`src/hdl/gfx_pkg.sv`:
```
/* shared widths, coordinate step constant, FSM state enums
   and the fixed 16-entry 12-bit colour palette */
`default_nettype none

package gfx_pkg;

    localparam int CORDW = 16;  // signed screen and buffer coords
    localparam int CIDXW = 4;   // colour index
    localparam int CHANW = 4;   // per colour channel

    localparam logic signed [CORDW-1:0] CORD_ONE = CORDW'(1);  // unit step

    // producer states
    typedef enum logic [2:0] {
        DS_IDLE,
        DS_WAIT_FRAME,
        DS_CLEAR,
        DS_DRAW,
        DS_DONE
    } draw_state_t;

    // line stepper states
    typedef enum logic [1:0] {
        LS_IDLE,
        LS_INIT,
        LS_DRAW,
        LS_DONE
    } line_state_t;

    // index to 12-bit rgb, entry 0 is black
    localparam logic [3*CHANW-1:0] PALETTE [2**CIDXW] = '{
        12'h000, 12'h125, 12'h723, 12'h085,
        12'hA53, 12'h655, 12'hCCC, 12'hFFF,
        12'hF04, 12'hFA0, 12'hFE2, 12'h0E3,
        12'h2AF, 12'h87A, 12'hF7A, 12'hFCA
    };

endpackage

`default_nettype wire

```
`src/hdl/vga_output.sv`:
```
/* sync delay to match the buffer read, palette lookup,
   blanking and registered VGA pins */
`default_nettype none
`timescale 1ns/1ps

module vga_output import gfx_pkg::*; (
    input  wire logic             clk_pix,
    input  wire logic             rst,
    input  wire logic             hsync,
    input  wire logic             vsync,
    input  wire logic             de,
    input  wire logic [CIDXW-1:0] rd_cidx,  // already one cycle late
    output      logic             vga_hsync,
    output      logic             vga_vsync,
    output      logic [CHANW-1:0] vga_r,
    output      logic [CHANW-1:0] vga_g,
    output      logic [CHANW-1:0] vga_b
);

    logic               hsync_p1, vsync_p1, de_p1;  // aligned with rd_cidx
    logic [3*CHANW-1:0] colr;

    always_ff @(posedge clk_pix) begin
        if (rst) begin
            hsync_p1 <= 1'b1;  // inactive high
            vsync_p1 <= 1'b1;
            de_p1    <= 1'b0;
        end else begin
            hsync_p1 <= hsync;
            vsync_p1 <= vsync;
            de_p1    <= de;
        end
    end

    assign colr = PALETTE[rd_cidx];

    always_ff @(posedge clk_pix) begin
        if (rst) begin
            vga_hsync <= 1'b1;
            vga_vsync <= 1'b1;
            vga_r     <= '0;
            vga_g     <= '0;
            vga_b     <= '0;
        end else begin
            vga_hsync <= hsync_p1;
            vga_vsync <= vsync_p1;
            vga_r     <= de_p1 ? colr[3*CHANW-1:2*CHANW] : '0;  // black in blanking
            vga_g     <= de_p1 ? colr[2*CHANW-1:CHANW]   : '0;
            vga_b     <= de_p1 ? colr[CHANW-1:0]         : '0;
        end
    end

endmodule

`default_nettype wire

```
`config.mk`:
```
export PLATFORM = sky130hd
export DESIGN_NAME = vga_output
export DESIGN_NICKNAME = d
export VERILOG_FILES = /design/src/hdl/gfx_pkg.sv /design/src/hdl/vga_output.sv
export SDC_FILE = /design/constraint.sdc
export NUM_CORES = 1
export LEC_CHECK = 0
export ABC_AREA = 1
export BUFFER_PORTS_ARGS = -buffer_cell sky130_fd_sc_hd__buf_4
export CAP_MARGIN = 10
export CORE_MARGIN = 2
export CORE_UTILIZATION = 49
export CTS_CLUSTER_SIZE = 10
export DETAILED_ROUTE_END_ITERATION = 10
export PLACE_DENSITY_LB_ADDON = 0.3
export SETUP_SLACK_MARGIN = 0.05
export SLEW_MARGIN = 5
export SYNTH_ARGS = -nofsm -noshare
export SYNTH_HDL_FRONTEND = slang
export SYNTH_SLANG_ARGS = --single-unit
```
`constraint.sdc`:
```
create_clock -name clk_pix -period 1.1 [get_ports clk_pix]
set_input_delay 0.11 -clock clk_pix [delete_from_list [all_inputs] [get_ports clk_pix]]
set_output_delay 0.11 -clock clk_pix [all_outputs]
set_load 0.05 [all_outputs]
```
After elaboration in Yosys (flattened, before gate mapping):

Memory sizes are Yosys's and may differ from the RTL's. A register that Yosys moved wholly into a read port is not among the register bits.
Cells that the tools add are included.

* bitwise operators: 2
* reduce and logical (&&, ||, !) cells: 1

Operators by type and width (count)
* 4-bit inverter with 5-bit output: 1
* 2-bit OR reduction: 1
* 1-bit inverter: 1

* input bits: 9
* register bits after elaboration: 5
* memories: 1
* output and inout bits: 14
* ROM bits: 192

Memories
* (no name shown): depth 16, width 12, read ports 1, clocked after memory_dff 1, wr ports 0, RTL line vga_output.sv:35 `assign colr = PALETTE[rd_cidx];`

Depth between registers and ports, before layout:

* word-level depth: 2
* mapped depth: 7

Least setup slack after synthesis:

Ideal clock, no wire load.

* kind: input to register
* from: in rd_cidx[0]
* to: reg vga_b[1]
* arrival: 774 ps
* path slack: 213 ps
* setup time: 113 ps
* path buffers: 0
* stages on the path: 7
* cells stage by stage: inv_1 ha_1 inv_1 nand2_1 nand3_1 nor2_1 nor2_1

* cells in the longest elaborated chain, start to end: 1

RTL lines
* start, declared: RTL line vga_output.sv:12 `input wire logic [CIDXW-1:0] rd_cidx,`
* 4-bit inverter with 5-bit output (not written as such): RTL line vga_output.sv:35
* end signal, assigned: RTL line vga_output.sv:49 `vga_b <= de_p1 ? colr[CHANW-1:0] : '0;`
* end, declared: RTL line vga_output.sv:17 `output logic [CHANW-1:0] vga_b`

No other way between the ends.
A chain may end at the register's enable or synchronous reset.

Worst setup path in the final report:

* from: reg vga_r[0]
* to: out vga_r[0]

RTL lines
* start, declared: RTL line vga_output.sv:15 `output logic [CHANW-1:0] vga_r,`
* start signal, assigned: RTL line vga_output.sv:47 `vga_r <= de_p1 ? colr[3*CHANW-1:2*CHANW] : '0;`

No word-level cell between the ends.

==> results.ini <==
[logic_synthesis]
synth_xor_area_frac=0
synth_mux_area_frac=0
synth_compound_area_frac=0.0638
syn_inst=111
yosysUniqueCellTypes=14
synth_seq_area_share=0.413
netlist_area_um2=823
syn-num-nets=127
synth-seq-cells=17
syn_area_per_cell_um2=7.42
yosysWarnings=0
synth_simple_gate_area_share=0.302
synth_top_family_by_area=simple AND/OR/NAND/NOR gates
synth_fa_ha_area_frac=0.106

[drt]
drc=0
drt_iter0_markers=18
first_pass_iters=4
vias_per_cell=4.81
ant_nets=0
wl_per_cell_um=10.5
vias=741
finalWirelength_mm=1.62

[grt]
grtUsageMet2=0.289
grt_max_degree=13
busiest_layer=met2
grt.total_usage=0.185
grt.overflow.total=0
met3_usage=0.0120
grt_antenna_before_repair=0
grt_pass1_vias=631
use_met1=0.243
grt_pass1_wl_mm=2.70

[sta]
finClkSkew_ns=0.00547
finalSetupViolCount=0
hold_viol=0
drv_slew=0
worst_slack_ns=0.177
setup_tns_ns=0
period_share=0.839
layout_min_cycle_time_ns=0.923
tightest_slew_ns=0.213
max_freq_mhz=1080
maxSlewHeadroom=0.857
hold_ws_ns=0.0163
rsz0062_at_grt=false

[job]
cap_violations=0

[critical_path]
criticalPathCategory=reg -> out
reg2reg_slack_ns=0.27
worstReg2RegStart=de_p1
ff2ff_path_depth=3
crit_chain=buf_4
worst-path-buf-inv=1
worstPathMaxFanout=1
regToRegEndpoint=vga_g[0]
cp_data_required_time_ns=0.99
start_kind=flip-flop
slowest_stage=dfxtp_1
crit_family=flip-flops
end_kind=output port
cp_data_arrival_time_ns=0.81
cpPeakStageDelay_ns=0.33

[power]
swShare=0.298
power.leakage_uw=0.000570
p_seq_frac=0.520
intPower_uw=868
clockPowerShare=0.265
peakVddDrop_uv=491
power_density_mw_per_mm2=1190
combPwrFrac=0.215
p_switching_uw=369

[layout]
layoutNonFillerInstCount=154
fill_cells=148
design_area_mm2=0.00104
nets=155
drive_gt1_frac=0.261
n_antenna_cell=0
syn2layout_area_growth_pct=26.0

[placement]
dp_hpwl_mm=1.24
placed_area_um2=990
io_buffers=22
dp_cells=148
pre_cts_slack_ns=0.0257
gp_congestion=0.883

[cts]
clockBufferDepth=2
h-tree-depth=1
clk_pin_slew_ns=0.10
cts_resized=0
cts_sinks=17
clk_latency_ns=0.29
numCtsBuffers=3
clockRootBuffer=clkbuf_4
tritoncts=done

[worst_hold_path]
hp-start=hsync
min_to=hsync_p1
holdPathStages=2
min-delay-path-class=in -> reg

[floorplan]
pin_count=23
die_area_mm2=0.00202
core-area_mm2=0.00154
chipWidth_um=45.0
rows=14
start_util=0.534
die_y_um=45.0

[status]
status=finished clean

## layout by cell type, fill, tap and decap left out
cell           count
nand3_1            8
dfxtp_1           17
nor2_1            12
o21ai_0            2
inv_1             12
clkbuf_4           3
a211oi_1           1
or2_2              4
inv_2              2
ha_1               7
buf_4             25
nand2_1           34
a21oi_1            7
dlygate4sd3_1      2
nand2_4            1
clkinv_2           1
## cell type report
class / instances / area, um2 / area share
repair buffers: 27 / 208 / 0.200
clock inverters: 1 / 5.00 / 0.00483
multi-input cells: 76 / 389 / 0.375
well taps: 16 / 20.0 / 0.0193
clock buffers: 3 / 22.5 / 0.0217
flip-flops and latches: 17 / 340 / 0.328
inverters: 14 / 52.6 / 0.0507
## metal layers
| layer | vias up | wire [um] |
|---|---|---|
| li1 | 394 | - |
| met1 | 323 | 719 |
| met2 | 20 | 788 |
| met3 | 4 | 72 |
| met4 | 0 | 43 |
| met5 | - | 0 |
## state kept, by name (all words and copies together) (netlist names)
signal,cells
hsync_p1,1
vsync_p1,1
vga_g,4
vga_r,4
vga_vsync,1
de_p1,1
vga_b,4
vga_hsync,1
## power by group through the flow
stage                     Clock, uW  Sequential [uW]  Combinational [uW]
after floorplan                   0              716                 125
after global placement            0              656                 256
after detailed placement          0              658                 258
after CTS                       335              644                 266
after global routing            358              645                 295
final                           328              643                 266
## through the flow
stage | utilization | power [uW]
global placement | 0.642 | 912
finish | 0.673 | 1240
detailed placement | 0.642 | 916
CTS | 0.673 | 1240
global route | 0.673 | 1300
floorplan | - | 840
## synthesized netlist by cell type
master | count | share of area
nor2_1 | 12 | 0.055
nand3_1 | 8 | 0.049
dfxtp_1 | 17 | 0.41
o21ai_0 | 2 | 0.012
or2_2 | 4 | 0.030
inv_1 | 12 | 0.055
nand2_4 | 1 | 0.014
ha_1 | 7 | 0.11
inv_2 | 2 | 0.0091
buf_4 | 1 | 0.0091
a211oi_1 | 1 | 0.0091
a21oi_1 | 7 | 0.043
nand2_1 | 34 | 0.16
buf_6 | 3 | 0.041
## timing repair
action | in CTS | in global routing
hold buffers | 2 | 0
buffers inserted | 0 | 0
hold endpoints to repair | 2 | 0
## worst max-delay path by stage
stage                     slack, ns  endpoint       start  cells after the start
final                          0.18  vga_r[0]    vga_r[0]                      1
after global routing           0.15  vga_r[0]    vga_r[0]                      1
after CTS                      0.17  vga_r[0]    vga_r[0]                      1
after detailed placement       0.03  vga_b[1]  rd_cidx[1]                      8
after global placement         0.08  vga_b[1]  rd_cidx[1]                      8
after floorplan                0.21  vga_b[1]  rd_cidx[0]                      7
## kinds of logic after synthesis
logic type               count (synthesis)
AND/OR/NAND/NOR                         59
buffers and inverters                   18
flip-flops                              17
AO/OA/AOI/OAI                           10
adder cells (fa/ha/maj)                  7
No activity file was read; power rests on OpenSTA's default activity.
