--- src/hdl/gfx_pkg.sv ---
/* shared widths, coordinate step constant, FSM state enums
   and the fixed 16-entry 12-bit colour palette */
`default_nettype none

package gfx_pkg;

    localparam int CORDW = 16;  // signed screen and buffer coords
    localparam int CIDXW = 4;   // colour index
    localparam int CHANW = 4;   // per colour channel

    localparam logic signed [CORDW-1:0] CORD_ONE = CORDW'(1);  // unit step

    // producer states
    typedef enum logic [2:0] {
        DS_IDLE,
        DS_WAIT_FRAME,
        DS_CLEAR,
        DS_DRAW,
        DS_DONE
    } draw_state_t;

    // line stepper states
    typedef enum logic [1:0] {
        LS_IDLE,
        LS_INIT,
        LS_DRAW,
        LS_DONE
    } line_state_t;

    // index to 12-bit rgb, entry 0 is black
    localparam logic [3*CHANW-1:0] PALETTE [2**CIDXW] = '{
        12'h000, 12'h125, 12'h723, 12'h085,
        12'hA53, 12'h655, 12'hCCC, 12'hFFF,
        12'hF04, 12'hFA0, 12'hFE2, 12'h0E3,
        12'h2AF, 12'h87A, 12'hF7A, 12'hFCA
    };

endpackage

`default_nettype wire

--- src/hdl/draw_line.sv ---
/* Bresenham stepper for all octants,
   one pixel per enabled cycle, done pulse after the last pixel */
`default_nettype none
`timescale 1ns/1ps

module draw_line import gfx_pkg::*; (
    input  wire logic                    clk_pix,
    input  wire logic                    rst,
    input  wire logic                    line_start,  // begin new line
    input  wire logic                    oe,          // may advance this cycle
    input  wire logic signed [CORDW-1:0] x0,
    input  wire logic signed [CORDW-1:0] y0,
    input  wire logic signed [CORDW-1:0] x1,
    input  wire logic signed [CORDW-1:0] y1,
    output      logic signed [CORDW-1:0] x,        // current pixel
    output      logic signed [CORDW-1:0] y,
    output      logic                    drawing,  // x/y valid and written
    output      logic                    done
);

    line_state_t state;

    logic                    swap;      // endpoints given bottom to top
    logic                    right_c;
    logic signed [CORDW-1:0] xa, ya;    // start at the top end
    logic signed [CORDW-1:0] xb, yb;    // finish at the bottom end
    logic signed [CORDW:0]   dx_c, dy_c;

    logic                    right;     // x steps positive
    logic signed [CORDW-1:0] x_end, y_end;
    logic signed [CORDW:0]   dx;        // abs x distance
    logic signed [CORDW:0]   dy;        // negated y distance
    logic signed [CORDW+1:0] err;       // error term
    logic signed [CORDW+2:0] e2;        // twice the error
    logic                    movx, movy;

    // order endpoints so y only ever increases
    always_comb begin
        swap    = y0 > y1;
        xa      = swap ? x1 : x0;
        ya      = swap ? y1 : y0;
        xb      = swap ? x0 : x1;
        yb      = swap ? y0 : y1;
        right_c = xa < xb;
        dx_c    = right_c ? xb - xa : xa - xb;
        dy_c    = ya - yb;  // zero or negative
    end

    always_comb begin
        e2   = {err, 1'b0};
        movx = e2 >= dy;
        movy = e2 <= dx;
    end

    always_ff @(posedge clk_pix) begin
        if (rst) begin
            state <= LS_IDLE;
        end else begin
            case (state)
                LS_IDLE: if (line_start) state <= LS_INIT;
                LS_INIT: begin  // register endpoints, deltas, direction
                    x     <= xa;
                    y     <= ya;
                    x_end <= xb;
                    y_end <= yb;
                    right <= right_c;
                    dx    <= dx_c;
                    dy    <= dy_c;
                    err   <= dx_c + dy_c;
                    state <= LS_DRAW;
                end
                LS_DRAW: if (oe) begin
                    if (x == x_end && y == y_end) begin
                        state <= LS_DONE;  // final pixel written this cycle
                    end else begin
                        if (movx) x <= right ? x + CORD_ONE : x - CORD_ONE;
                        if (movy) y <= y + CORD_ONE;
                        if (movx && movy) err <= err + dx + dy;
                        else if (movx) err <= err + dy;
                        else if (movy) err <= err + dx;
                    end
                end
                LS_DONE: state <= LS_IDLE;
                default: state <= LS_IDLE;
            endcase
        end
    end

    assign drawing = state == LS_DRAW && oe;  // held while oe low
    assign done    = state == LS_DONE;       // single cycle

endmodule

`default_nettype wire

--- src/hdl/draw_control.sv ---
/* producer FSM that latches a line request, clears the
   framebuffer at frame start and then draws the line */
`default_nettype none
`timescale 1ns/1ps

module draw_control import gfx_pkg::*; #(
    parameter int FB_WIDTH  = 320,
    parameter int FB_HEIGHT = 240
) (
    input  wire logic                    clk_pix,
    input  wire logic                    rst,
    input  wire logic                    start,    // request strobe
    input  wire logic signed [CORDW-1:0] x0,
    input  wire logic signed [CORDW-1:0] y0,
    input  wire logic signed [CORDW-1:0] x1,
    input  wire logic signed [CORDW-1:0] y1,
    input  wire logic [CIDXW-1:0]        cidx,     // line colour
    input  wire logic [CIDXW-1:0]        bg_cidx,  // clear colour
    input  wire logic                    frame,
    input  wire logic                    fb_busy,  // buffer refuses writes
    output      logic                    we,
    output      logic signed [CORDW-1:0] wx,
    output      logic signed [CORDW-1:0] wy,
    output      logic [CIDXW-1:0]        wcidx,
    output      logic                    busy,
    output      logic                    done
);

    draw_state_t state;

    logic signed [CORDW-1:0] lx0, ly0, lx1, ly1;  // latched request
    logic [CIDXW-1:0]        l_cidx, l_bg;
    logic signed [CORDW-1:0] cx, cy;              // clear walk address
    logic                    clr_last;
    logic                    line_start, line_drawing, line_done;
    logic signed [CORDW-1:0] lx, ly;              // stepper pixel

    assign clr_last = cx == FB_WIDTH - 1 && cy == FB_HEIGHT - 1;

    always_ff @(posedge clk_pix) begin
        if (rst) begin
            state      <= DS_IDLE;
            line_start <= 1'b0;
        end else begin
            line_start <= 1'b0;
            case (state)
                DS_IDLE: if (start) state <= DS_WAIT_FRAME;
                DS_WAIT_FRAME: if (frame) begin
                    cx    <= '0;
                    cy    <= '0;
                    state <= DS_CLEAR;
                end
                DS_CLEAR: if (!fb_busy) begin  // step only when written
                    if (clr_last) begin
                        line_start <= 1'b1;
                        state      <= DS_DRAW;
                    end else if (cx == FB_WIDTH - 1) begin
                        cx <= '0;
                        cy <= cy + CORD_ONE;
                    end else begin
                        cx <= cx + CORD_ONE;
                    end
                end
                DS_DRAW: if (line_done) state <= DS_DONE;
                DS_DONE: state <= DS_IDLE;
                default: state <= DS_IDLE;
            endcase
        end
    end

    // capture request only when accepted
    always_ff @(posedge clk_pix) begin
        if (state == DS_IDLE && start) begin
            lx0    <= x0;
            ly0    <= y0;
            lx1    <= x1;
            ly1    <= y1;
            l_cidx <= cidx;
            l_bg   <= bg_cidx;
        end
    end

    draw_line i_draw_line (
        .clk_pix,
        .rst,
        .line_start,
        .oe      (!fb_busy),  // pause while display reads
        .x0      (lx0),
        .y0      (ly0),
        .x1      (lx1),
        .y1      (ly1),
        .x       (lx),
        .y       (ly),
        .drawing (line_drawing),
        .done    (line_done)
    );

    // write port owner chosen by state
    always_comb begin
        if (state == DS_CLEAR) begin
            we    = !fb_busy;
            wx    = cx;
            wy    = cy;
            wcidx = l_bg;
        end else begin
            we    = line_drawing;  // low outside DS_DRAW
            wx    = lx;
            wy    = ly;
            wcidx = l_cidx;
        end
    end

    assign busy = state != DS_IDLE;
    assign done = state == DS_DONE;

endmodule

`default_nettype wire

--- config.mk ---
export PLATFORM = sky130hd
export DESIGN_NAME = draw_control
export DESIGN_NICKNAME = d
export VERILOG_FILES = /design/src/hdl/gfx_pkg.sv /design/src/hdl/draw_line.sv /design/src/hdl/draw_control.sv
export SDC_FILE = /design/constraint.sdc
export NUM_CORES = 1
export LEC_CHECK = 0
export ABC_AREA = 1
export CAP_MARGIN = 20
export CORE_MARGIN = 2
export CORE_UTILIZATION = 55
export DETAILED_ROUTE_END_ITERATION = 6
export DONT_BUFFER_PORTS = 1
export HOLD_SLACK_MARGIN = 0.03
export PLACE_DENSITY = 0.76
export RECOVER_POWER = 50
export SKIP_LAST_GASP = 1
export SYNTH_ARGS = -nofsm -noshare
export SYNTH_HDL_FRONTEND = slang
export SYNTH_SLANG_ARGS = --single-unit
export TNS_END_PERCENT = 10
--- constraint.sdc ---
create_clock -name clk_pix -period 8.75 [get_ports clk_pix]
set_clock_uncertainty 0.2 [all_clocks]
set_input_delay 2.625 -clock clk_pix [delete_from_list [all_inputs] [get_ports clk_pix]]
set_output_delay 2.625 -clock clk_pix [all_outputs]
set_load 0.005 [all_outputs]
Word-level counts from Yosys, hierarchy flattened
Cells that the tools add are included.
{"block": "op_classes", "addsub": 12, "n_mux": 44, "reduce_logical": 20, "n_lt_le_gt_ge": 4, "bitwise_logic": 2, "n_eq_ne": 25}
{"operator": "16-bit 2-to-1 mux", "count": 20}
{"operator": "16-bit one-hot mux with 2 select lines", "count": 4}
{"operator": "18-bit 2-to-1 mux", "count": 5}
{"operator": "16-bit by 2-bit adder with 16-bit output, second input constant", "count": 4}
{"operator": "18-bit by 17-bit adder with 18-bit output", "count": 3}
{"operator": "16-bit by 16-bit subtractor with 17-bit output", "count": 3}
{"operator": "18-bit one-hot mux with 2 select lines", "count": 1}
{"operator": "16-bit == test", "count": 2}
{"operator": "5-bit AND reduction", "count": 5}
{"operator": "19-bit by 17-bit greater-or-equal comparator with 1-bit output", "count": 1}
{"operator": "19-bit by 17-bit <= comparator with 1-bit output", "count": 1}
{"operator": "17-bit by 17-bit adder with 18-bit output", "count": 1}
{"operator": "2-bit inequality test, second input constant", "count": 9}
{"operator": "17-bit 2-to-1 mux", "count": 1}
{"operator": "16-bit by 10-bit == test with 1-bit output, second input constant", "count": 1}
{"operator": "16-bit by 9-bit == test with 1-bit output, second input constant", "count": 1}
{"operator": "16-bit > comparator", "count": 1}
{"operator": "16-bit less-than comparator", "count": 1}
{"operator": "16-bit by 2-bit subtractor with 16-bit output, second input constant", "count": 1}
{"operator": "3-bit 2-to-1 mux", "count": 5}
{"operator": "3-bit one-hot mux with 4 select lines", "count": 1}
{"operator": "2-bit by 1-bit inequality test with 1-bit output, second input constant", "count": 4}
{"operator": "2-bit one-hot mux with 4 select lines", "count": 1}
{"operator": "3-bit by 2-bit == test with 1-bit output, second input constant", "count": 2}
{"operator": "19 further kinds", "count": 29}
{"block": "word_totals", "reg_bits": 227, "out_inout_bits": 39, "elab_cells": 126, "in_bits": 77}

Longest topological paths before layout
{"block": "depth", "depth_word": 7, "mapped_depth": 45, "mapped_depth_nobuf": 43}

Hierarchy
A second synthesis with hierarchy kept.
{"block": "unflattened", "hier_cells": 2495, "hier_area_um2": 18680.4}
{"mod": "draw_line", "instances": 1, "seq_area_each_um2": 3553.4, "cells_per_inst": 2050, "area_each_um2": 13909.6}
{"mod": "draw_control", "instances": 1, "seq_area_each_um2": 3203.1, "cells_per_inst": 445, "area_each_um2": 4770.8}

Worst setup path after synthesis
Ideal clock, no wire load.
{"block": "synth_path", "path_kind": "in2reg", "startpoint": "input port start", "endpoint": "register l_bg[0] (enable)", "t_required_ns": 8.048, "stages": 2, "setup_time_ns": 0.502, "path_buffers": 0, "t_arrival_ns": 5.662, "path_slack_ns": 2.385, "path_cell_list": "inv_1 nor2_1"}
{"block": "synth_between", "elab_chain_cells": 1}
{"element": "from (decl)", "line": "draw_control.sv:12", "rtl": "input wire logic start,"}
{"element": "1-bit logical AND", "line": "draw_control.sv:73", "rtl": "if (state == DS_IDLE && start) begin"}
{"element": "to (signal assigned)", "line": "draw_control.sv:79", "rtl": "l_bg <= bg_cidx;"}
{"element": "to (decl)", "line": "draw_control.sv:32", "rtl": "logic [CIDXW-1:0] l_cidx, l_bg;"}
No other way between the ends.
A chain may end at the register's enable or synchronous reset.

Worst setup path in the final report
{"block": "layout_path", "startpoint": "register state[0]", "endpoint": "output port wx[15]"}
{"block": "layout_between", "elab_chain_cells": 2}
{"element": "from (decl)", "line": "draw_control.sv:29", "rtl": "draw_state_t state;"}
{"element": "from (signal assigned)", "line": "draw_control.sv:42", "rtl": "state <= DS_IDLE;"}
{"element": "from (signal assigned)", "line": "draw_control.sv:47", "rtl": "DS_IDLE: if (start) state <= DS_WAIT_FRAME;"}
{"element": "from (signal assigned)", "line": "draw_control.sv:51", "rtl": "state <= DS_CLEAR;"}
{"element": "3-bit by 2-bit == test with 1-bit output", "line": "draw_control.sv:100", "rtl": "if (state == DS_CLEAR) begin"}
{"element": "16-bit 2-to-1 mux", "line": "draw_control.sv:100"}
{"element": "to (decl)", "line": "draw_control.sv:22", "rtl": "output logic signed [CORDW-1:0] wx,"}
No other way between the ends.

==> summary.md <==
| Metric | Value |
|---|---|
| Total global routing track utilization | `around 29%` |
| Core Area | `around 33000 µm²` |
| Routed vias | `approximately 16000` |
| Initial antenna violation count | `4` |
| Relative slew margins | `-172%` |
| Biggest register | `i_draw_line.err` |
| Status | `finished with violations` |
| Setup TNS | `0 ns` |
| Synth cell types | `59` |
| Worst EP required | `slightly below 6 ns` |
| R2R depth | `34` |
| Largest registers | `i_draw_line.err (18), i_draw_line.dx (17), i_draw_line.dy (17)` |
| Vias in the first global route | `about 15000` |
| Nets | `2624` |
| Post-cts resize count | `0` |
| Buffers on Ports | `0` |
| Final hold viol count | `0` |
| Max frequency | `0.137 GHz` |
| DR WL/cell | `17.8 µm` |
| DRT iter0 DRCs | `about 1300` |
| CP startpoint | `state[0]` |
| Inserted Clock Buffers | `26` |
| DRC viols | `0` |
| Met1 WL | `roughly 22 mm` |
| DR vias/cell | `5.71` |
| Gate Count Post-Synth | `between 2000 and 2500` |
| Antenna-violating nets left | `0` |
| Syn Area/Cell | `about 7.6 µm²` |
| CP Launch Type | `flip-flop` |
| Setup Viol. Count Final | `0` |
| CP Capture Point | `wx[15]` |
| Clock sinks | `between 200 and 250` |
| WP data arrival | `4.50 ns` |
| Die ar. | `between 30000 and 40000 µm²` |
| Worst R2R Start | `ly0[15]` |
| DP Wirelength | `39.6 mm` |
| Syn_nets | `2631` |
| Reg2Reg Setup Slack | `1.46 ns` |
| Syn-to-layout area delta | `6.93%` |
| Fin crit share | `83.7%` |
| Io pins | `roughly 120` |
| Min-delay worst type | `reg -> reg` |
| Worst-Skew Late Latency | `~0.56 ns` |
| Max FFs per register | `18` |
| CTS H-tree depth | `1` |
| Max Cap Violations | `3` |
| Final worst setup slack | `~1.4 ns` |
| Placer congestion estimate | `about 0.96` |
| First-pass DRT Iterations | `5` |
| Initial Util | `between 50% and 60%` |
| Seq/Total Area, Yosys | `a little under two fifths` |
| Rows | `66` |
| Grt total ovfl | `0` |
| # hold bufs at CTS | `0` |
| Synth Flop Type | `edfxtp_1` |
| Critical path class | `reg -> out` |
| Clk root buf | `clkbuf_16` |
| Reg clk slew, reported paths | `around 0.06 ns` |
| EDFF count, synth | `roughly 220` |
| Synth warn | `0` |
| R2R Path End | `i_draw_line.err[16]` |
| Dpl ws | `1.78 ns` |
| Yosys reg bits | `227` |
| Crit path time final | `between 7 and 8 ns` |
| Critical path endpoint category | `primary output` |
| Slew Viols, Final | `roughly 200` |
| Die width | `between 150 and 200 µm` |
| Least-Margin Pin Slew | `4.09 ns` |
| Max Used Layer | `met5` |
| Post-CTS setup buffer count | `0` |
| Largest net degree at the start of global routing | `73` |
| Mapped cell area | `18300 µm²` |
| Routed wl met2 | `between 20 and 25 mm` |
| Unrepaired setup endpoints after global routing | `no` |
| CTS tree | `done` |
| Post-synth ARST share | `0%` |
| Share of cells above drive strength 1 | `4.47%` |
| Total routed wirelength | `between 50 and 60 mm` |
| DR WL met3 | `slightly above 3 mm` |
| Failing checks | `capacitance limit, slew limit` |
| CP max FO | `56` |
| Global-route wire length before repair | `approximately 80 mm` |
| CTS Buffer Depth | `3` |
| Die height | `186 µm` |
## routing by layer
| layer | global-route usage [%] | up-vias |
|---|---|---|
| met3 | 3.65 | 124 |
| met2 | 47.6 | 566 |
| met5 | 0 | - |
| met4 | 11.8 | 2 |
| met1 | 37.6 | 7575 |
| li1 | - | 8070 |
## synth_stat cells, drive strengths merged, types with 3 or more instances
library cell | count | area [µm²]
a21boi | 7 | 56.3
xor2 | 70 | 613
buf | 23 | 188
o21ai | 186 | 983
clkbuf | 24 | 90.1
nor2 | 152 | 571
nor3b | 3 | 22.5
a21o | 8 | 60.1
inv | 335 | 1260
o2111ai | 4 | 35.0
nor4 | 6 | 37.5
nor3 | 37 | 196
nand2 | 710 | 2700
edfxtp | 221 | 6640
a21oi | 151 | 767
o21a | 4 | 30.0
o211ai | 11 | 82.6
nand3 | 120 | 663
dfxtp | 6 | 120
o31ai | 8 | 60.1
xnor2 | 49 | 429
a221oi | 3 | 26.3
nand4 | 49 | 307
a31oi | 21 | 131
o21bai | 3 | 22.5
fa | 5 | 100
nand3b | 3 | 22.5
ha | 144 | 1800
o22ai | 9 | 56.3
or2 | 15 | 93.8
## how the worst min path moves through the flow
| stage | depth (start not counted) | from | endpoint | slack, ns |
|---|---|---|---|---|
| 2_1_floorplan | 2 | state[1] | state[2] | 0.28 |
| 3_3_place_gp | 2 | state[1] | state[2] | 0.31 |
| 3_5_place_dp | 2 | state[1] | state[2] | 0.31 |
| 4_1_cts | 2 | state[1] | state[2] | 0.32 |
| 5_1_grt | 2 | i_draw_line.state[1] | i_draw_line.state[1] | 0.37 |
| 6_report | 2 | state[1] | state[2] | 0.32 |
## critical path, cell delays in order (launching register included)
cell and delay (ns):
dfxtp_1 0.35, nor2_1 0.20, inv_1 0.11, nor2_4 0.08, clkbuf_1 1.52, inv_1 0.58
clkbuf_1 0.63, o21ai_0 0.48
## stage by stage
step / std cells / util, % / hold slack (ns) / instance area (µm²)
4_1_cts: 2860 / 60.1 / 0.318 / 19600
2_1_floorplan: 2405 / - / 0.285 / 18300
3_3_place_gp: 2812 / 57.3 / 0.305 / 18700
6_report: 2863 / 60.0 / 0.319 / 19600
3_5_place_dp: 2812 / 57.3 / 0.313 / 18700
5_1_grt: 2861 / 60.0 / 0.366 / 19600
## layout make-up
type                    count  area, µm²
multi-input cells        1795      10000
flip-flops and latches    227       6760
repair buffers             12       67.6
clock buffers              31        691
diodes                      3       7.51
well taps                 442        553
inverters                 336       1260
clock inverters            17        224
fillers                  2982      13000
## cell families (layout without fill, tap and decap cells)
kind of cell / after synthesis / after routing / synth area share [%]
AO/OA/AOI/OAI: 426 / 426 / 13.1
XOR/XNOR: 119 / 119 / 5.69
adder cells (fa/ha/maj): 149 / 149 / 10.4
buffers and inverters: 383 / 396 / 8.41
flip-flops: 227 / 227 / 36.9
multiplexers: 1 / 1 / 0.0547
other: 0 / 3 / 0
AND/OR/NAND/NOR: 1100 / 1100 / 25.4
## layout by cell type, fill, tap and decap left out, types with 14 or more instances in the layout
cell | netlist | final
nand3_1 | 109 | 109
edfxtp_1 | 221 | 221
o21ai_0 | 135 | 136
nor3_1 | 36 | 37
a21oi_1 | 148 | 148
clkbuf_16 | 0 | 27
xor2_1 | 70 | 70
nand4_1 | 49 | 49
xnor2_1 | 49 | 49
nor2_1 | 152 | 150
ha_1 | 144 | 143
a31oi_1 | 21 | 21
o21ai_1 | 37 | 36
or2_2 | 14 | 14
nand2_1 | 697 | 698
o21ai_2 | 14 | 14
inv_1 | 330 | 331
Power is left out: the tool's default activity adds up to more than one toggle a clock period on the data nets, which glitch-free logic cannot reach.
