==> config.mk <==
export PLATFORM = sky130hd
export DESIGN_NAME = display_timings
export DESIGN_NICKNAME = d
export VERILOG_FILES = /design/src/hdl/gfx_pkg.sv /design/src/hdl/display_timings.sv
export SDC_FILE = /design/constraint.sdc
export NUM_CORES = 1
export LEC_CHECK = 0
export CORE_AREA = 2 2 76 78
export DETAILED_ROUTE_END_ITERATION = 8
export DIE_AREA = 0 0 78 80
export DONT_BUFFER_PORTS = 1
export PLACE_DENSITY = 0.6
export REMOVE_ABC_BUFFERS = 1
export SETUP_SLACK_MARGIN = 0.15
export SLEW_MARGIN = 0
export SYNTH_ARGS = -nofsm -noshare
export SYNTH_HDL_FRONTEND = slang
export SYNTH_SLANG_ARGS = --single-unit
==> constraint.sdc <==
create_clock -name clk_pix -period 1.7 [get_ports clk_pix]
set_input_delay 0.34 -clock clk_pix [delete_from_list [all_inputs] [get_ports clk_pix]]
set_output_delay 0.34 -clock clk_pix [all_outputs]
set_load 0.01 [all_outputs]
==> src/hdl/gfx_pkg.sv <==
/* shared widths, coordinate step constant, FSM state enums
   and the fixed 16-entry 12-bit colour palette */
`default_nettype none

package gfx_pkg;

    localparam int CORDW = 16;  // signed screen and buffer coords
    localparam int CIDXW = 4;   // colour index
    localparam int CHANW = 4;   // per colour channel

    localparam logic signed [CORDW-1:0] CORD_ONE = CORDW'(1);  // unit step

    // producer states
    typedef enum logic [2:0] {
        DS_IDLE,
        DS_WAIT_FRAME,
        DS_CLEAR,
        DS_DRAW,
        DS_DONE
    } draw_state_t;

    // line stepper states
    typedef enum logic [1:0] {
        LS_IDLE,
        LS_INIT,
        LS_DRAW,
        LS_DONE
    } line_state_t;

    // index to 12-bit rgb, entry 0 is black
    localparam logic [3*CHANW-1:0] PALETTE [2**CIDXW] = '{
        12'h000, 12'h125, 12'h723, 12'h085,
        12'hA53, 12'h655, 12'hCCC, 12'hFFF,
        12'hF04, 12'hFA0, 12'hFE2, 12'h0E3,
        12'h2AF, 12'h87A, 12'hF7A, 12'hFCA
    };

endpackage

`default_nettype wire

==> src/hdl/display_timings.sv <==
/* raster counters, negative-polarity syncs,
   data enable and frame/line start strobes */
`default_nettype none
`timescale 1ns/1ps

module display_timings import gfx_pkg::*; #(
    parameter int H_RES  = 640,  // active pixels per line
    parameter int V_RES  = 480,  // active lines per frame
    parameter int H_FP   = 16,
    parameter int H_SYNC = 96,
    parameter int H_BP   = 48,
    parameter int V_FP   = 10,
    parameter int V_SYNC = 2,
    parameter int V_BP   = 33
) (
    input  wire logic                    clk_pix,
    input  wire logic                    rst,
    output      logic signed [CORDW-1:0] sx,     // horizontal position
    output      logic signed [CORDW-1:0] sy,     // vertical position
    output      logic                    hsync,  // active low
    output      logic                    vsync,  // active low
    output      logic                    de,     // active area
    output      logic                    frame,  // first cycle of frame
    output      logic                    line    // first cycle of line
);

    // active area first, then front porch, sync, back porch
    localparam int HS_STA  = H_RES + H_FP;
    localparam int HS_END  = HS_STA + H_SYNC;
    localparam int H_TOTAL = HS_END + H_BP;
    localparam int VS_STA  = V_RES + V_FP;
    localparam int VS_END  = VS_STA + V_SYNC;
    localparam int V_TOTAL = VS_END + V_BP;

    logic h_last;  // last pixel of a line
    logic v_last;  // last line of a frame

    assign h_last = sx == H_TOTAL - 1;
    assign v_last = sy == V_TOTAL - 1;

    always_ff @(posedge clk_pix) begin
        if (rst) begin
            sx <= '0;
            sy <= '0;
        end else if (h_last) begin
            sx <= '0;
            sy <= v_last ? '0 : sy + CORD_ONE;  // wrap at frame end
        end else begin
            sx <= sx + CORD_ONE;
        end
    end

    // decoded straight from the counters so all outputs stay aligned with sx/sy
    always_comb begin
        hsync = ~(sx >= HS_STA && sx < HS_END);
        vsync = ~(sy >= VS_STA && sy < VS_END);
        de    = sx < H_RES && sy < V_RES;
        frame = sx == 0 && sy == 0;  // raster origin
        line  = sx == 0;
    end

endmodule

`default_nettype wire

Word-level counts from Yosys, hierarchy flattened

Index checks and enable logic that the tools add are counted.

Bits in registers: 32
Input port bits: 2
Output and inout bits: 37
Logic and storage cells: 22

$add $sub $neg: 2
$lt $le $gt $ge: 6
Equal/unequal tests: 2
Mux-type cells: 1
Bitwise gates (word level): 2
Reduce and logical (&&, ||, !) cells: 7

Operator list:

| operator              | count |
|---|---|
| $logic_not 32->1      | 2 |
| $eq 16x11->1 const B  | 2 |
| $lt 16x10->1 const B  | 2 |
| $lt 16x11->1 const B  | 2 |
| $add 16x1->16 const B | 1 |
| $add 16x2->16 const B | 1 |
| $ge 16x10->1 const B  | 1 |
| $ge 16x11->1 const B  | 1 |
| $mux 16               | 1 |
| $logic_and 1x1->1     | 4 |
| $not 1->1             | 2 |
| $reduce_or 2->1       | 1 |

Depth between registers and ports, before layout

Gate-level depths: netlist (run 1).

Depth after elaboration: 3
Gate-level depth with buffers: 7
Mapped depth without buffers: 6

Worst setup path after synthesis (run 1)

Ideal clock, no wire load.

Path kind: flip-flop to output port
Start: reg sx[10]
End: out frame
Arrival time: 1.637 ns
Required time: 1.360 ns
Path slack: -0.277 ns
Stages on the path, launching flop included: 5
Path buffers: 0
Cell sequence: dfxtp_1 nor4_4 nor4b_1 and3_1 and4_1

Word-level cells in the longest chain between the ends: 2

Ends and longest elaborated chain:

| what                   | RTL line              | source |
|---|---|---|
| start, declared        | display_timings.sv:18 | `output logic signed [CORDW-1:0] sx,` |
| start signal, assigned | display_timings.sv:49 | `sx <= sx + CORD_ONE;` |
| $logic_not 32->1       | n/a                   |  |
| named net line         | display_timings.sv:24 | `output logic line` |
| $logic_and 1x1->1      | display_timings.sv:58 | `frame = sx == 0 && sy == 0;` |
| end, declared          | display_timings.sv:23 | `output logic frame,` |

The timed path passes the listed nets, and every way through them passes these cells.

Worst setup path in the final report (run 1)

Start: reg sx[0]
End: out frame

Word-level cells in the longest chain between the ends: 2

Ends and longest elaborated chain:

| what              | RTL line |
|---|---|
| $logic_not 32->1  | display_timings.sv:58 |
| $logic_and 1x1->1 | display_timings.sv:58 |

Every way passes these cells.

==> results of run 1 <==
==> worst max-delay path, delay by kind of cell, from the launching register on <==
kind                     cells  cell delay [ns]
AND/OR/NAND/NOR              3             0.75
flip-flops                   1             0.33
adder cells (fa/ha/maj)      1             0.14
buffers and inverters        2             0.19
==> path summary, 6_finish.rpt <==
path	slack (ns)	to	depth (start not counted)	startpoint
worst max register to register	-0.10	sy[10]$_SDFFE_PP0P_	6	sy[0]$_SDFFE_PP0P_
worst min register to register	0.58	sy[0]$_SDFFE_PP0P_	2	sy[0]$_SDFFE_PP0P_
worst min-delay path	0.24	sy[1]$_SDFFE_PP0P_	2	rst
worst max-delay path	-0.34	frame	6	sx[0]$_SDFF_PP0_
==> sequential cells by signal (all words and copies together), names as in the netlist <==
name and flops:
sx 16, sy 16
==> timing repair <==
action                                  CTS  global route
gates resized for setup                  89            50
endpoints found under the setup margin   37            37
setup buffers                            17             6
pin swaps                                44            24
==> stage by stage <==
stage / TNS, ns / area (µm²) / setup WS [ns] / hold WS [ns] / std cells
6_report: -1.15 / 3270 / -0.337 / 0.239 / 379
5_1_grt: -3.09 / 3270 / -0.421 / 0.248 / 379
4_1_cts: -1.25 / 3020 / -0.351 / 0.231 / 373
3_5_place_dp: -1.81 / 2410 / -0.237 / 0.525 / 348
3_3_place_gp: -1.15 / 2410 / -0.187 / 0.520 / 348
2_1_floorplan: -1.65 / 1790 / -0.277 / 0.480 / 206
==> layout by cell type, fill, tap and decap left out, types with 3 or more instances in the layout <==
cell       instances
nor3_1             7
buf_4             67
dfxtp_2           16
a21oi_2            6
dfxtp_1           16
inv_1              9
nand2_1           13
nand3_1            9
o21ai_1            3
clkbuf_8           7
xor2_1             6
nor4_4             3
o21ai_0            4
nor2_4             5
nand4_1           11
or3_1              3
nor4_1             3
a22o_1             4
nor2_1             9
buf_6             23
xnor2_1            5
nor2_2             7
o2bb2ai_2          3
and4_4             4
nor4b_4            3
o21ai_2            5
==> kinds of logic (layout without fill, tap and decap cells) <==
family	after synthesis	count (layout)
DFF	32	32
buffers and inverters	20	111
adders and majority gates	5	5
AOI/OAI and AO/OA	46	46
and+or+nand+nor	102	102
xor gates and xnor gates	11	11
==> cell type report <==
class	instances	area share (%)
multi-input combinational	164	47.2
sequential	32	20.2
timing repair buffer	93	24.8
clock inverter	1	0.918
tap	72	2.75
inverter	10	1.15
clock buffer	7	2.95
==> metal layers <==
| layer | vias up | GRT usage, % | share of wire (%) | wire [µm] |
|---|---|---|---|---|
| li1 | 997 | - | - | - |
| met5 | - | 0 | 0 | 0 |
| met1 | 1028 | 23.7 | 39 | 2680 |
| met4 | 0 | 7.02 | 2.2 | 153 |
| met2 | 67 | 39.1 | 52 | 3510 |
| met3 | 13 | 7.01 | 6.8 | 462 |
==> power groups by stage <==
stage / logic (mW) / registers [mW] / clock network (mW)
3_3_place_gp: 0.192 / 0.790 / 0
6_report: 0.350 / 0.777 / 0.838
5_1_grt: 0.370 / 0.778 / 0.872
4_1_cts: 0.296 / 0.777 / 0.835
3_5_place_dp: 0.195 / 0.790 / 0
2_1_floorplan: 0.0806 / 0.806 / 0
==> results.ini, run 1 <==
[timing]
finalHoldViolCount=0
rsz0062_at_grt=yes
fmax_mhz=491
fin_ws_ns=-0.337
final-setup-viol-count=11
fin_crit_ns=2.04
skew_ns=0.00676
finalCritPeriodShare_pct=120
relSlewSlack_pct=74.3
worstMarginPinSlew_ns=0.384
slew_viol_final=0

[critical_path]
cp-start-kind=flip-flop
slowest_stage=dfxtp_2
cp-end-kind=primary output
worstPathRequired_ns=1.36
arrival_ns=1.70
path_max_fanout=2
worstSetupPathType=reg2out
path_cells=buf_4 -> inv_1 -> ha_1 -> nor4b_2 -> and3_4 -> and4_4
max_stage_delay_ns=0.33

[synthesis]
synth_enable_flop_cells=0
synthTopCellsByArea=dfxtp_1, nor2_1, nand4_1, o21ai_0, ha_1
synthMuxAreaShare_pct=0
synth_top_family_by_area=simple AND/OR/NAND/NOR gates
synth_fa_ha_area_share_pct=3.38
synthFlopType=dfxtp_1
synth.distinct_cells=48
syn_inst=216
synth.most_common_cell=dfxtp_1
postSynthAreaPerCell_um2=8.56
synth_top_cell_by_area=dfxtp_1
synth-simple-area-share_pct=33.8
synth_compound_area_share_pct=18.0
ys_seq_area_share_pct=34.6
postSynth.asyncResetShare_pct=0
netlist_top_cells_count=dfxtp_1, nor2_1, nand2_1
yosysTopAreaCellShare_pct=34.6
ys_ff_latch=32
synth_area_um2=1850
synth-xor-area-share_pct=5.21
ys_warn_count=0

[job]
drv_cap=0

[die]
io_pins=39
row_count=27
die_w_um=78
die_area_um2=6240
start_util_pct=34.2
coreArea_um2=5410
die_h_um=80

[cts]
worstSkewPairLatency_ns=0.29
clockRootBuffer=clkbuf_8
clock-sinks=32
cts_buffers=5
clk_pin_slew_ns=0.07
cts_tree=yes
cts_buffer_depth=2
htree_levels=2
cts_hold_buf=0

[finish]
area_growth_pct=76.9
multi_input_area_um2=1540
final.fill_count=431
finalNetCount=313
drive_above_1_share_pct=61.6
seq_area_um2=661
diodes=0
fin_util_pct=60.5

[grt]
grt_pass1_vias=2124
overflow=0
grt_usage_pct=21.6
grt_pass1_wl_um=10500
grt_max_degree=11
grt_antenna_before_repair=0

[power]
p_comb_share_pct=17.8
fin_total_pwr_mw=1.97
power_frac_seq_pct=39.5
power.internal_mw=1.47
p_sw_mw=0.498
power_frac_clock_pct=42.7
cellPowerDensity_nw_per_um2=601
leakagePower_nw=1.24
p_sw_share_pct=25.3
max-vdd-ir-drop_v=0.000530

[detailed_routing]
wire_per_inst_um=18.0
drtIter0Drc=68
num_vias=2105
antenna_left=0
wirelength_um=6810
drc_errors=0
dr.pass1.iters=4
via_per_inst=5.55

[place]
dp_hpwl_um=4220
io_buffers=0
gp_congestion=0.836

[outcome]
violations=negative setup slack
status=finished, violations left

[worst_hold_path]
hp-class=in2reg

(Power assumes the default switching activity.)
==> run 2, diff against run 1 <==
--- a/config.mk
+++ b/config.mk
@@ -5,9 +5,10 @@
 export SDC_FILE = /design/constraint.sdc
 export NUM_CORES = 1
 export LEC_CHECK = 0
-export CORE_AREA = 2 2 76 78
+export ABC_AREA = 1
+export CORE_AREA = 2 2 79 81
 export DETAILED_ROUTE_END_ITERATION = 8
-export DIE_AREA = 0 0 78 80
+export DIE_AREA = 0 0 81 83
 export DONT_BUFFER_PORTS = 1
 export PLACE_DENSITY = 0.6
 export REMOVE_ABC_BUFFERS = 1
==> results.ini, run 2 <==
[critical_path]
worstPathRequired_ns=1.36  ; about the same
worstSetupPathType=reg2out  ; unchanged
r2r_setup_slack_ns=0.10  ; was -0.10 ns
arrival_ns=1.54  ; was 1.70 ns
cp-end-kind=primary output  ; unchanged
path_max_fanout=3  ; was 2
cp-start-kind=flip-flop  ; unchanged

[finish]
drive_above_1_share_pct=42.7  ; was 61.6%
final.fill_count=561  ; was 431
reg_top3=sx x16, sy x16  ; unchanged
diodes=0  ; unchanged
multi_input_area_um2=1510  ; was 1540 µm²
final_cells=436  ; was 379
layout_common_cells=nand2_1, buf_4, nor2_1  ; was buf_4, buf_6, dfxtp_2, dfxtp_1, nand2_1
fin_util_pct=52.5  ; was 60.5%
area_growth_pct=51.8  ; was 76.9%
seq_area_um2=682  ; was 661 µm²
design_area_um2=3050  ; was 3270 µm²
finalNetCount=367  ; was 313
final_common_cell=nand2_1  ; was buf_4

[cts]
cts_tree=yes  ; unchanged
cts_buffer_depth=2  ; unchanged
cts_hold_buf=0  ; unchanged
clockRootBuffer=clkbuf_8  ; unchanged
cts_buffers=5  ; unchanged
clk_pin_slew_ns=0.07  ; about the same
worstSkewPairLatency_ns=0.29  ; about the same
htree_levels=2  ; unchanged
clock-sinks=32  ; unchanged

[power]
leakagePower_nw=1.23  ; was 1.24 nW
power_frac_seq_pct=45.0  ; was 39.5%
p_comb_share_pct=6.1  ; was 17.8%
max-vdd-ir-drop_v=0.000370  ; was 0.000530 V
power.internal_mw=1.31  ; was 1.47 mW
fin_total_pwr_mw=1.69  ; was 1.97 mW
power_frac_clock_pct=49.0  ; was 42.7%
p_sw_share_pct=22.1  ; was 25.3%
cellPowerDensity_nw_per_um2=553  ; was 601 nW/µm²
p_sw_mw=0.374  ; was 0.498 mW

[detailed_routing]
drtIter0Drc=103  ; was 68
wire_per_inst_um=14.2  ; was 18.0 µm
num_vias=2220  ; was 2,105
dr.pass1.iters=4  ; unchanged
drc_errors=0  ; unchanged
via_per_inst=5.09  ; was 5.55
antenna_left=0  ; unchanged
wirelength_um=6190  ; was 6810 µm

[timing]
final-setup-viol-count=3  ; was 11
fin_tns_setup_ns=-0.268  ; was -1.15 ns
fmax_mhz=531  ; was 491 MHz
worstMarginPinSlew_ns=0.338  ; was 0.384 ns
finalHoldViolCount=0  ; unchanged
timing.hold.ws_ns=0.105  ; was 0.239 ns
skew_ns=0.00755  ; was 0.00676 ns
rsz0062_at_grt=yes  ; unchanged
slew_viol_final=0  ; unchanged
fin_ws_ns=-0.183  ; was -0.337 ns
finalCritPeriodShare_pct=111  ; was 120%
relSlewSlack_pct=77.4  ; was 74.3%
fin_crit_ns=1.88  ; was 2.04 ns

[die]
die_w_um=81  ; was 78 µm
die_area_um2=6720  ; was 6240 µm²
die_h_um=83  ; was 80 µm
row_count=28  ; was 27
coreArea_um2=5820  ; was 5410 µm²
io_pins=39  ; unchanged
start_util_pct=34.6  ; was 34.2%

[synthesis]
synthFlopType=dfxtp_1  ; unchanged
synth.distinct_cells=30  ; was 48
ys_ff_latch=32  ; unchanged
postSynthAreaPerCell_um2=6.53  ; was 8.56 µm²
synth-xor-area-share_pct=4.36  ; was 5.21%
synth_fa_ha_area_share_pct=3.11  ; was 3.38%
ys_seq_area_share_pct=31.9  ; was 34.6%
syn_inst=308  ; was 216
netlist_top_cells_count=nand2_1, nor2_1, inv_1  ; was dfxtp_1, nor2_1, nand2_1
synth.most_common_cell=nand2_1  ; was dfxtp_1
synth_top_cell_by_area=dfxtp_1  ; unchanged
yosysTopAreaCellShare_pct=31.9  ; was 34.6%
synthMuxAreaShare_pct=0  ; unchanged
ys_warn_count=0  ; unchanged
synth-simple-area-share_pct=40.5  ; was 33.8%
postSynth.asyncResetShare_pct=0  ; unchanged
synth_enable_flop_cells=0  ; unchanged
synth_top_family_by_area=simple AND/OR/NAND/NOR gates  ; unchanged
synth_compound_area_share_pct=9.58  ; was 18.0%
synth_area_um2=2010  ; was 1850 µm²
synthTopCellsByArea=dfxtp_1, nand2_1, nor2_1, inv_1, a21oi_1  ; was dfxtp_1, nor2_1, nand4_1, o21ai_0, ha_1

[outcome]
violations=negative setup slack  ; unchanged
status=finished, violations left  ; unchanged

[place]
placed_cells=412  ; was 348
dpl_cell_area_um2=2320  ; was 2410 µm²
gp_congestion=0.854  ; was 0.836
place_ws_ns=0.0698  ; was -0.237 ns
dp_hpwl_um=4000  ; was 4220 µm
io_buffers=0  ; unchanged

[grt]
grt_max_degree=18  ; was 11
overflow=0  ; unchanged
grt_antenna_before_repair=0  ; unchanged
grt_pass1_vias=2120  ; was 2,124
grt_usage_pct=18.6  ; was 21.6%
grt_pass1_wl_um=9870  ; was 10,500 µm

[worst_hold_path]
hp-class=in2reg  ; unchanged

[job]
drv_cap=0  ; unchanged

[run 2: changes by cell type in the layout (fill, tap and decap cells not counted), sizes merged, moves of 4 or more]
cell   delta
or3       -4
o21ai     -5
nand2    +60
nand3    +15
and4      -5
inv      +32
a21oi    +14
nor4b     -6
nor4      -6
buf      -42
a22o      -4
xnor2     -4
and3      -5
nor2     +34
[run 2: area by class of cell]
| class | instances | share of cell area (%) |
|---|---|---|
| Inverter | 42 | 6.11 |
| Clock buffer | 7 | 3.16 |
| Multi-Input combinational cell | 227 | 49.5 |
| Tap cell | 75 | 3.08 |
| Clock inverter | 1 | 0.984 |
| Timing Repair Buffer | 51 | 14.4 |
| Sequential cell | 32 | 22.3 |
| Timing Repair inverter | 1 | 0.369 |
[run 2: metal layers]
| metal | routed length, µm | track usage [%] | vias up |
|---|---|---|---|
| met3 | 401 | 6.52 | 8 |
| met2 | 3130 | 29.4 | 63 |
| met1 | 2580 | 23.2 | 1047 |
| li1 | - | - | 1102 |
| met4 | 72 | 6.16 | 0 |
| met5 | 0 | 0 | - |
[run 2: logic make-up (layout without fill, tap and decap cells)]
logic type | count (synthesis) | in the layout
fa+ha+maj | 5 | 5
xor+xnor | 10 | 10
flops | 32 | 32
simple gates | 176 | 176
compound gates | 36 | 36
buf+inv | 49 | 102
[run 2: power groups by stage]
stage | Combinational [mW] | Clock [mW] | Sequential (mW)
6_report | 0.103 | 0.827 | 0.759
4_1_cts | 0.0589 | 0.836 | 0.763
3_3_place_gp | 0.0516 | 0 | 0.780
5_1_grt | 0.114 | 0.883 | 0.760
3_5_place_dp | 0.0520 | 0 | 0.781
2_1_floorplan | 0.0301 | 0 | 0.782
[run 2: worst paths after layout]
| kind | from | endpoint | depth (start not counted) |
|---|---|---|---|
| hold / removal | rst | sy[6]$_SDFFE_PP0P_ | 1 |
| setup / recovery | sy[12]$_SDFFE_PP0P_ | frame | 6 |
| setup reg to reg | sx[12]$_SDFF_PP0_ | sx[12]$_SDFF_PP0_ | 11 |
| hold reg to reg | sy[6]$_SDFFE_PP0P_ | sy[6]$_SDFFE_PP0P_ | 2 |
[run 2: worst max-delay path, cell delays in order, from the launching register on]
cell and delay, ns:
dfxtp_1 0.31, nor2_1 0.17, nand2_1 0.13, nor2_4 0.16
nand4_1 0.16, nor3_1 0.18, buf_4 0.15
[run 2: what timing repair did]
item | 4_1_cts | 5_1_grt
pin swaps | 8 | 16
setup buffers | 6 | 9
resized for setup | 44 | 96
cloned | 0 | 1
endpoints found under the setup margin | 34 | 37
==> run 3, diff against run 2 <==
--- a/config.mk
+++ b/config.mk
@@ -12,7 +12,6 @@
 export DONT_BUFFER_PORTS = 1
 export PLACE_DENSITY = 0.6
 export REMOVE_ABC_BUFFERS = 1
-export SETUP_SLACK_MARGIN = 0.15
 export SLEW_MARGIN = 0
 export SYNTH_ARGS = -nofsm -noshare
 export SYNTH_HDL_FRONTEND = slang
==> results.ini, run 3 (synthesis gave the netlist of run 2 again) <==
[timing]
timing.hold.ws_ns=0.105  ; about the same
finalHoldViolCount=0  ; unchanged
fin_tns_setup_ns=-0.250  ; was -0.268 ns
slew_viol_final=0  ; unchanged
fin_crit_ns=1.85  ; was 1.88 ns
skew_ns=0.0112  ; was 0.00755 ns
finalCritPeriodShare_pct=109  ; was 111%
fmax_mhz=542  ; was 531 MHz
relSlewSlack_pct=71.7  ; was 77.4%
worstMarginPinSlew_ns=0.422  ; was 0.338 ns
rsz0062_at_grt=yes  ; unchanged
final-setup-viol-count=3  ; unchanged
fin_ws_ns=-0.146  ; was -0.183 ns

[power]
max-vdd-ir-drop_v=0.000360  ; was 0.000370 V
cellPowerDensity_nw_per_um2=625  ; was 553 nW/µm²
leakagePower_nw=1.08  ; was 1.23 nW

[critical_path]
worstPathRequired_ns=1.36  ; about the same
crit_buf_inv=1  ; unchanged
critical-path-top-delay-family=simple AND/OR/NAND/NOR gates  ; unchanged
slowest_stage=dfxtp_1  ; unchanged
max_stage_delay_ns=0.31  ; about the same
arrival_ns=1.51  ; was 1.54 ns
cp-start-kind=flip-flop  ; unchanged
worstSetupPathType=reg2out  ; unchanged
path_cells=nor2_1 -> nand2_1 -> nor2_4 -> nand4_1 -> nor3_1 -> buf_4  ; unchanged
path_max_fanout=3  ; unchanged
cp-end-kind=primary output  ; unchanged

[place]
dpl_cell_area_um2=2320  ; unchanged
io_buffers=0  ; unchanged
gp_congestion=0.854  ; unchanged
dp_hpwl_um=4000  ; unchanged

[job]
drv_cap=0  ; unchanged

[cts]
worstSkewPairLatency_ns=0.29  ; about the same
clock-sinks=32  ; unchanged
clk_pin_slew_ns=0.07  ; about the same
cts_buffer_depth=2  ; unchanged
cts_hold_buf=0  ; unchanged
cts_buffers=5  ; unchanged
clockRootBuffer=clkbuf_8  ; unchanged
htree_levels=2  ; unchanged
cts_tree=yes  ; unchanged

[detailed_routing]
num_vias=2118  ; was 2,220
drtIter0Drc=97  ; was 103
drc_errors=0  ; unchanged
dr.pass1.iters=4  ; unchanged
via_per_inst=5.01  ; was 5.09
wire_per_inst_um=13.3  ; was 14.2 µm
wirelength_um=5640  ; was 6190 µm
antenna_left=0  ; unchanged

[finish]
reg_top3=sx x16, sy x16  ; unchanged
final_common_cell=nand2_1  ; unchanged
final.fill_count=630  ; was 561
finalNetCount=354  ; was 367
diodes=0  ; unchanged
design_area_um2=2640  ; was 3050 µm²
drive_above_1_share_pct=29.9  ; was 42.7%
layout_common_cells=nand2_1, nor2_1, buf_4  ; was nand2_1, buf_4, nor2_1
area_growth_pct=31.1  ; was 51.8%

[die]
die_area_um2=6720  ; unchanged
start_util_pct=34.6  ; unchanged
coreArea_um2=5820  ; unchanged
row_count=28  ; unchanged
io_pins=39  ; unchanged
die_h_um=83  ; unchanged
die_w_um=81  ; unchanged

[grt]
grt_max_degree=18  ; unchanged
overflow=0  ; unchanged
grt_antenna_before_repair=0  ; unchanged
grt_usage_pct=17.8  ; was 18.6%
grt_pass1_vias=2064  ; was 2,120
grt_pass1_wl_um=9510  ; was 9870 µm

[outcome]
status=finished, violations left  ; unchanged
violations=negative setup slack  ; unchanged

[worst_hold_path]
hp-class=in2reg  ; unchanged

## run 3: cell count changes in the layout (fill, tap and decap cells not counted), moves of 3 or more
cell     before  now
dfxtp_4       6    0
o21ai_2       3    0
buf_6        12    1
nor2_1       32   44
nor2_4       16    6
a21oi_1      14   22
inv_4         3    0
o21ai_0       3    6
ha_4          5    2
a21oi_2       9    1
dfxtp_1      11   18
## run 3: through the flow
stage | power (mW) | setup slack [ns] | instances | util (%)
after floorplan | 0.812 | 0.165 | 301 | -
after global placement | 0.832 | 0.0681 | 412 | 39.9
after detailed placement | 0.833 | 0.0698 | 412 | 39.9
after CTS | 1.65 | -0.159 | 421 | 43.0
after global routing | 1.70 | -0.244 | 423 | 45.3
final | 1.65 | -0.146 | 423 | 45.3
## run 3: final timing paths
check                                    startpoint             endpoint  slack, ns  cells after the start
worst max-delay path            sy[12]$_SDFFE_PP0P_                frame      -0.15                      6
worst min-delay path                            rst   sy[6]$_SDFFE_PP0P_       0.11                      1
worst max register to register   sy[1]$_SDFFE_PP0P_  sy[14]$_SDFFE_PP0P_       0.06                     10
worst min register to register   sy[6]$_SDFFE_PP0P_   sy[6]$_SDFFE_PP0P_       0.50                      2
## run 3: area by class of cell
class,count,area [µm²],area share [%]
Clock inverter,1,30.0,1.14
Sequential cell,32,658,25.0
Timing Repair Buffer,39,297,11.3
Multi-Input combinational cell,227,1300,49.2
Clock buffer,7,96.3,3.66
Inverter,42,164,6.22
Tap cell,75,93.8,3.56
## run 3: power by group
group | internal (mW) | leakage (nW) | total, mW | switching (mW)
combinational | 0.0229 | 0.754 | 0.0529 | 0.0300
clock | 0.518 | 0.0645 | 0.831 | 0.314
sequential | 0.756 | 0.265 | 0.764 | 0.00821
## run 3: what timing repair did
item / 4_1_cts / 5_1_grt
setup buffers: 1 / 2
gates resized for setup: 14 / 38
cloned: 0 / 0
setup endpoints to repair: 4 / 34
pin swaps: 1 / 7
## run 3: per-layer routing
| metal | wire [µm] | part of all wire [%] | track usage (%) |
|---|---|---|---|
| met1 | 2490 | 44 | 22.6 |
| met2 | 2690 | 48 | 28.2 |
| met3 | 341 | 6.0 | 5.11 |
| met4 | 124 | 2.2 | 6.93 |
| met5 | 0 | 0 | 0 |
